--- config.mk ---
export PLATFORM = sky130hd
export DESIGN_NAME = line_engine
export DESIGN_NICKNAME = d
export VERILOG_FILES = /design/src/hw/line_proc_pkg.sv /design/src/hw/job_cfg_if.sv /design/src/hw/line_csr.sv /design/src/hw/line_requestor.sv /design/src/hw/line_engine.sv
export SDC_FILE = /design/constraint.sdc
export NUM_CORES = 2
export LEC_CHECK = 0
export BUFFER_PORTS_ARGS = -buffer_cell sky130_fd_sc_hd__buf_2
export CAP_MARGIN = 20
export CORE_AREA = 2 2 483 485
export CTS_BUF_LIST = sky130_fd_sc_hd__clkbuf_8 sky130_fd_sc_hd__clkbuf_16
export DETAILED_ROUTE_END_ITERATION = 16
export DIE_AREA = 0 0 485 487
export SLEW_MARGIN = 15
export SYNTH_ARGS = -nofsm -noshare
export SYNTH_HDL_FRONTEND = slang
export SYNTH_SLANG_ARGS = --single-unit
--- constraint.sdc ---
create_clock -name clk -period 45.8 [get_ports clk]
set_clock_uncertainty 0.15 [all_clocks]
set_input_delay 2.29 -clock clk [delete_from_list [all_inputs] [get_ports clk]]
set_output_delay 2.29 -clock clk [all_outputs]
set_load 0.1 [all_outputs]
--- src/hw/line_proc_pkg.sv ---
// Shared widths, register map, control codes and data constants for the line processor
`default_nettype none

package line_proc_pkg;

  // Host channel widths
  localparam int unsigned CL_ADDR_W = 42;
  localparam int unsigned CL_DATA_W = 512;

  // Word view of one line
  localparam int unsigned WORD_W         = 32;
  localparam int unsigned WORDS_PER_LINE = 16;
  localparam int unsigned WORD_ADD       = 10;

  // Register port
  localparam int unsigned CSR_ADDR_W = 2;
  localparam int unsigned CSR_DATA_W = 64;
  localparam int unsigned CTRL_W     = 32;

  // Register offsets
  localparam logic [CSR_ADDR_W-1:0] REG_CONTROL = 2'd0;
  localparam logic [CSR_ADDR_W-1:0] REG_SRC     = 2'd1;
  localparam logic [CSR_ADDR_W-1:0] REG_DST     = 2'd2;
  localparam logic [CSR_ADDR_W-1:0] REG_DSM     = 2'd3;

  // Values software writes to the control register
  localparam logic [CTRL_W-1:0] CTRL_START = 32'd1;
  localparam logic [CTRL_W-1:0] CTRL_STOP  = 32'd2;

  // Completion line written to the status area
  localparam logic [CL_DATA_W-1:0] DONE_FLAG = 512'd1;

endpackage

`default_nettype wire

--- src/hw/job_cfg_if.sv ---
// Job settings bus driven by the register block and read by the requestor
`timescale 1ns/1ps
`default_nettype none

interface job_cfg_if;

  logic [line_proc_pkg::CTRL_W-1:0]    control;
  logic [line_proc_pkg::CL_ADDR_W-1:0] src_addr;
  logic [line_proc_pkg::CL_ADDR_W-1:0] dst_addr;
  logic [line_proc_pkg::CL_ADDR_W-1:0] dsm_base;

  // Register block side
  modport csr (
    output control,
    output src_addr,
    output dst_addr,
    output dsm_base
  );

  // Requestor side
  modport req (
    input control,
    input src_addr,
    input dst_addr,
    input dsm_base
  );

endinterface

`default_nettype wire

--- src/hw/line_csr.sv ---
// Register block for job control and line addresses, written and read over a strobe port
`timescale 1ns/1ps
`default_nettype none

module line_csr
(
  input  logic                                 clk,
  input  logic                                 reset,
  input  logic                                 csr_wr,
  input  logic [line_proc_pkg::CSR_ADDR_W-1:0] csr_addr,
  input  logic [line_proc_pkg::CSR_DATA_W-1:0] csr_wdata,
  output logic [line_proc_pkg::CSR_DATA_W-1:0] csr_rdata,
  job_cfg_if.csr                               cfg
);

  logic [line_proc_pkg::CTRL_W-1:0]    control_q;
  logic [line_proc_pkg::CL_ADDR_W-1:0] src_q;
  logic [line_proc_pkg::CL_ADDR_W-1:0] dst_q;
  logic [line_proc_pkg::CL_ADDR_W-1:0] dsm_q;

  // Write decode, values land on the next edge
  always_ff @(posedge clk)
  begin
    if (reset)
    begin
      control_q <= '0;
      src_q     <= '0;
      dst_q     <= '0;
      dsm_q     <= '0;
    end
    else if (csr_wr)
    begin
      case (csr_addr)
        line_proc_pkg::REG_CONTROL: control_q <= csr_wdata[line_proc_pkg::CTRL_W-1:0];
        line_proc_pkg::REG_SRC:     src_q     <= csr_wdata[line_proc_pkg::CL_ADDR_W-1:0];
        line_proc_pkg::REG_DST:     dst_q     <= csr_wdata[line_proc_pkg::CL_ADDR_W-1:0];
        line_proc_pkg::REG_DSM:     dsm_q     <= csr_wdata[line_proc_pkg::CL_ADDR_W-1:0];
      endcase
    end
  end

  // Readback, zero-extended to the port width
  always_comb
  begin
    case (csr_addr)
      line_proc_pkg::REG_CONTROL:
        csr_rdata = {{(line_proc_pkg::CSR_DATA_W - line_proc_pkg::CTRL_W){1'b0}}, control_q};
      line_proc_pkg::REG_SRC:
        csr_rdata = {{(line_proc_pkg::CSR_DATA_W - line_proc_pkg::CL_ADDR_W){1'b0}}, src_q};
      line_proc_pkg::REG_DST:
        csr_rdata = {{(line_proc_pkg::CSR_DATA_W - line_proc_pkg::CL_ADDR_W){1'b0}}, dst_q};
      line_proc_pkg::REG_DSM:
        csr_rdata = {{(line_proc_pkg::CSR_DATA_W - line_proc_pkg::CL_ADDR_W){1'b0}}, dsm_q};
      default:
        csr_rdata = '0;
    endcase
  end

  // Job settings out to the requestor
  assign cfg.control  = control_q;
  assign cfg.src_addr = src_q;
  assign cfg.dst_addr = dst_q;
  assign cfg.dsm_base = dsm_q;

endmodule

`default_nettype wire

--- src/hw/line_requestor.sv ---
// Job FSM that reads one source line, adds a constant per word and writes result and status
`timescale 1ns/1ps
`default_nettype none

module line_requestor
(
  input  logic                                clk,
  input  logic                                reset,
  input  logic                                rd_almfull,
  input  logic                                rd_rsp_valid,
  input  logic [line_proc_pkg::CL_DATA_W-1:0] rd_rsp_data,
  input  logic                                wr_almfull,
  output logic                                rd_req_valid,
  output logic [line_proc_pkg::CL_ADDR_W-1:0] rd_req_addr,
  output logic                                wr_req_valid,
  output logic [line_proc_pkg::CL_ADDR_W-1:0] wr_req_addr,
  output logic [line_proc_pkg::CL_DATA_W-1:0] wr_req_data,
  job_cfg_if.req                              cfg
);

  typedef enum logic [2:0]
  {
    ST_IDLE,
    ST_READ,
    ST_WAIT,
    ST_WRITE,
    ST_FINISH,
    ST_DONE
  } state_t;

  state_t state;

  // Transformed line, held until the result write goes out
  logic [line_proc_pkg::CL_DATA_W-1:0] line_q;

  always_ff @(posedge clk)
  begin
    if (reset)
    begin
      state <= ST_IDLE;
    end
    else
    begin
      case (state)
        ST_IDLE:
          if (cfg.control == line_proc_pkg::CTRL_START)
          begin
            state <= ST_READ;
          end
        ST_READ:
          if (!rd_almfull)
          begin
            state <= ST_WAIT;
          end
        ST_WAIT:
          if (rd_rsp_valid)
          begin
            state <= ST_WRITE;
          end
        ST_WRITE:
          if (!wr_almfull)
          begin
            state <= ST_FINISH;
          end
        ST_FINISH:
          if (!wr_almfull)
          begin
            state <= ST_DONE;
          end
        ST_DONE:
          // Wait here for software to acknowledge
          if (cfg.control == line_proc_pkg::CTRL_STOP)
          begin
            state <= ST_IDLE;
          end
        default:
          state <= ST_IDLE;
      endcase
    end
  end

  // Each word wraps modulo 2^32
  always_ff @(posedge clk)
  begin
    if (rd_rsp_valid && (state == ST_WAIT))
    begin
      for (int i = 0; i < line_proc_pkg::WORDS_PER_LINE; i++)
      begin
        line_q[i*line_proc_pkg::WORD_W +: line_proc_pkg::WORD_W] <=
          rd_rsp_data[i*line_proc_pkg::WORD_W +: line_proc_pkg::WORD_W] +
          line_proc_pkg::WORD_W'(line_proc_pkg::WORD_ADD);
      end
    end
  end

  // Read request, one pulse per job
  always_ff @(posedge clk)
  begin
    if (reset)
    begin
      rd_req_valid <= 1'b0;
    end
    else
    begin
      rd_req_valid <= (state == ST_READ) && !rd_almfull;
    end
    rd_req_addr <= cfg.src_addr;
  end

  // Result write first, then the completion flag to the status area
  always_ff @(posedge clk)
  begin
    if (reset)
    begin
      wr_req_valid <= 1'b0;
    end
    else
    begin
      wr_req_valid <= ((state == ST_WRITE) || (state == ST_FINISH)) && !wr_almfull;
    end
    if (state == ST_FINISH)
    begin
      wr_req_addr <= cfg.dsm_base + line_proc_pkg::CL_ADDR_W'(1);
      wr_req_data <= line_proc_pkg::DONE_FLAG;
    end
    else
    begin
      wr_req_addr <= cfg.dst_addr;
      wr_req_data <= line_q;
    end
  end

endmodule

`default_nettype wire

--- src/hw/line_engine.sv ---
// Top level of the line processor, exposing the register port and host channel as plain ports
`timescale 1ns/1ps
`default_nettype none

module line_engine
(
  input  logic                                 clk,
  input  logic                                 reset,
  // Register port
  input  logic                                 csr_wr,
  input  logic [line_proc_pkg::CSR_ADDR_W-1:0] csr_addr,
  input  logic [line_proc_pkg::CSR_DATA_W-1:0] csr_wdata,
  output logic [line_proc_pkg::CSR_DATA_W-1:0] csr_rdata,
  // Read channel
  input  logic                                 rd_almfull,
  output logic                                 rd_req_valid,
  output logic [line_proc_pkg::CL_ADDR_W-1:0]  rd_req_addr,
  input  logic                                 rd_rsp_valid,
  input  logic [line_proc_pkg::CL_DATA_W-1:0]  rd_rsp_data,
  // Write channel
  input  logic                                 wr_almfull,
  output logic                                 wr_req_valid,
  output logic [line_proc_pkg::CL_ADDR_W-1:0]  wr_req_addr,
  output logic [line_proc_pkg::CL_DATA_W-1:0]  wr_req_data
);

  job_cfg_if cfg ();

  line_csr u_csr
  (
    .clk       (clk),
    .reset     (reset),
    .csr_wr    (csr_wr),
    .csr_addr  (csr_addr),
    .csr_wdata (csr_wdata),
    .csr_rdata (csr_rdata),
    .cfg       (cfg.csr)
  );

  line_requestor u_requestor
  (
    .clk          (clk),
    .reset        (reset),
    .rd_almfull   (rd_almfull),
    .rd_rsp_valid (rd_rsp_valid),
    .rd_rsp_data  (rd_rsp_data),
    .wr_almfull   (wr_almfull),
    .rd_req_valid (rd_req_valid),
    .rd_req_addr  (rd_req_addr),
    .wr_req_valid (wr_req_valid),
    .wr_req_addr  (wr_req_addr),
    .wr_req_data  (wr_req_data),
    .cfg          (cfg.req)
  );

endmodule

`default_nettype wire

==> results.yml <==
power_and_ir_drop:
  p_leak_nw: 24.1
  cellPowerDensity_nw_per_um2: 42.5
  ir_drop_v: 0.0000279
worst_setup_path:
  end_kind: "output port"
  crit_path_max_fanout: 39
  critPathCapture: "csr_rdata[21]"
  critPathBufInv: 3
  regToRegSetupSlack_ps: 41290
  crit_path_top_delay_cell: "mux4_2"
  cp.required_ps: 43360
  crit_chain: "buf_2 -> buf_4 -> mux4_2 -> buf_2"
  cp.depth: 4
  arrival_ps: 4350
  cp-startpoint: "csr_addr[0]"
  start_kind: "input pin"
  cp_common_cell: "buf_2"
  crit_type: "in -> out"
  r2r_start: "u_requestor.state[1]"
  path_delay_family: "buffers and inverters"
  critPathMaxStageDelay_ps: 710
  reg2reg_to: "u_requestor.line_q[14]"
  r2r_cells: 6
synth:
  yosysUniqueCellTypes: 65
  synthesis.area_um2: 47400
  synthFlopType: "dfxtp_1"
  synth_edf_count: 512
  avgSynthCellArea_um2: 11.8
  syn_inst: 4024
  seq_area_frac_synth: 0.645
  postSynth.asyncResetShare: 0
  ys_warn_count: 0
  ys_seq_elements: 1271
sta:
  worst_pin_slew_ps: 1180
  relSlewSlack: 0.214
  worst_slack_ps: 39010
  drv_slew: 0
  fin_crit_ps: 6790
  fin_crit_sh: 0.148
  hold_viol: 0
  setup_violations: 0
  grt_setup_unrepaired: "false"
  max_freq_mhz: 147
  finalSetupTns_ps: 0
placement:
  dpl.hpwl_mm: 168
  post_dp_cell_area_um2: 56800
  placed_cells: 8145
  globalplace.congestion: 0.936
  numPortBuffers: 1201
  pre_cts_ws_ps: 38970
clocking:
  clockBufferDepth: 3
  ctsHoldBuffers: 0
  post_cts_resized: 0
  clk_pin_slew_ps: 60
  cts_made_buffers: 149
  clk-insertion-delay-late_ps: 800
  cts_tree: "yes"
  cts_sinks: 1271
  htree_levels: 4
  cts_setup_buffers: 0
  root_buffer: "clkbuf_16"
layout:
  fin_nets: 5855
  drive_gt1_frac: 0.288
  area_growth_pct: 31.5
  num-fill-cells: 24311
  multi_input_area_um2: 16000
  seqCellArea_um2: 30600
  stdcell_count: 8466
  fin_area_um2: 62300
detailed_routing:
  via_per_inst: 4.21
  drc: 0
  postRouteWirelength_mm: 208
  firstDrtPassIters: 5
  avgRoutedWirePerCell_um: 24.5
  drt-initial-drc-count: 2345
  vias: 35617
  antenna_left: 0
global_routing:
  overflow: 0
  grt.total_usage: 0.170
  grt_pass1_wl_mm: 281
  grt_max_degree: 153
  antenna_found_initial: 110
  grt_pass1_vias: 34855
floorplan:
  fp.dieW_um: 485
  dieArea_um2: 236000
  ioPinCount: 1246
  rows: 177
  initial_core_util: 0.205
  coreArea_um2: 231000
  die_y_um: 487
run_status:
  status: "completed"
min_path:
  holdCritPathClass: "reg -> reg"
job:
  cap_violations: 0
-- cell type report --
class / count / share of cell area
Antenna cell: 41 / 0.00165
Clock buffer: 165 / 0.0641
Clock inverter: 114 / 0.0221
Inverter: 41 / 0.00247
Multi-Input combinational cell: 2553 / 0.257
Sequential cell: 1271 / 0.490
Tap cell: 3043 / 0.0611
Timing Repair Buffer: 1238 / 0.101
-- synth_stat cells (4+ instances only) --
| library cell | n | area [um^2] |
|---|---|---|
| a22o_1 | 10 | 87.6 |
| or2_2 | 4 | 25.0 |
| a21oi_1 | 175 | 876 |
| nor2b_1 | 8 | 50.1 |
| nor3b_1 | 8 | 60.1 |
| and2_1 | 530 | 3320 |
| xor2_1 | 173 | 1520 |
| nand2b_1 | 5 | 31.3 |
| nand3_1 | 145 | 726 |
| or3_1 | 10 | 62.6 |
| nor3_1 | 53 | 265 |
| inv_1 | 41 | 154 |
| nor4b_1 | 4 | 35.0 |
| nand4_1 | 110 | 688 |
| mux4_2 | 30 | 676 |
| nor4_1 | 24 | 150 |
| buf_2 | 9 | 45.0 |
| ha_1 | 17 | 213 |
| edfxtp_1 | 512 | 15400 |
| nor2_1 | 139 | 522 |
| and4_1 | 47 | 412 |
| a31oi_1 | 5 | 31.3 |
| o2111ai_1 | 5 | 43.8 |
| xnor2_1 | 325 | 2850 |
| nand2_1 | 528 | 1980 |
| and3_1 | 65 | 407 |
| or4_1 | 4 | 30.0 |
| mux2_2 | 13 | 146 |
| clkbuf_1 | 144 | 541 |
| dfxtp_1 | 759 | 15200 |
| o21ai_0 | 54 | 270 |
| buf_4 | 24 | 180 |
-- per-stage QoR --
stage	total power [mW]	utilization	hold WS, ps
4_1_cts	2.69	0.269	202
3_3_place_gp	1.40	0.246	205
5_1_grt	2.74	0.269	204
2_1_floorplan	1.33	-	193
6_report	2.65	0.269	187
3_5_place_dp	1.40	0.246	208
-- routing by layer --
layer | share of wire | vias up | track usage
met3 | 0.10 | 389 | 0.0615
met4 | 0.037 | 22 | 0.0604
met2 | 0.46 | 1695 | 0.278
met5 | 0.00075 | - | 0
met1 | 0.40 | 17282 | 0.204
li1 | - | 16229 | -
-- power breakdown --
part / internal, mW / switching (mW)
clock: 0.740 / 0.533
sequential: 1.19 / 0.00788
combinational: 0.0505 / 0.129
-- sequential cells by signal, summed over array words and instances, names as in the netlist --
name and cells:
u_csr.cfg.control 32, u_csr.cfg.dsm_base 42, u_csr.cfg.dst_addr 42, u_csr.cfg.src_addr 42, u_requestor.line_q 512, u_requestor.rd_req_addr 42, u_requestor.rd_req_valid 1, u_requestor.state 3
u_requestor.wr_req_addr 42, u_requestor.wr_req_data 512, u_requestor.wr_req_valid 1
-- layout by cell type (no fill, tap or decap), types with 22 or more instances in the layout --
cell	count
a21oi_1	175
and2_1	528
and3_1	64
and4_1	47
buf_2	1200
buf_4	36
clkbuf_16	153
conb_1	22
dfxtp_1	759
diode_2	41
edfxtp_1	512
inv_1	69
mux4_2	30
nand2_1	527
nand3_1	145
nand4_1	110
nor2_1	138
nor3_1	52
nor4_1	23
o21ai_0	54
xnor2_1	325
xor2_1	173
-- logic make-up (layout without fill, tap and decap cells) --
logic type | after synthesis | after routing | synth area share
DFF | 1271 | 1271 | 0.645
AOI/OAI and AO/OA | 266 | 266 | 0.0305
adders and majority gates | 17 | 17 | 0.00449
buffers and inverters | 221 | 1558 | 0.0199
muxes | 45 | 45 | 0.0184
other | 1 | 63 | 0.0000791
xor gates and xnor gates | 498 | 498 | 0.0920
and+or+nand+nor | 1705 | 1705 | 0.190
-- worst min path at each step --
| stage | start | depth (start not counted) | slack (ps) | to |
|---|---|---|---|---|
| floorplan | u_csr.cfg.src_addr[10] | 0 | 190 | u_requestor.rd_req_addr[10] |
| global placement | u_csr.cfg.src_addr[14] | 0 | 210 | u_requestor.rd_req_addr[14] |
| detailed placement | u_csr.cfg.src_addr[15] | 0 | 210 | u_requestor.rd_req_addr[15] |
| CTS | u_csr.cfg.src_addr[31] | 0 | 200 | u_requestor.rd_req_addr[31] |
| global route | u_csr.cfg.src_addr[31] | 0 | 200 | u_requestor.rd_req_addr[31] |
| finish | u_csr.cfg.src_addr[31] | 0 | 190 | u_requestor.rd_req_addr[31] |
Power figures use the tool's default switching activity.
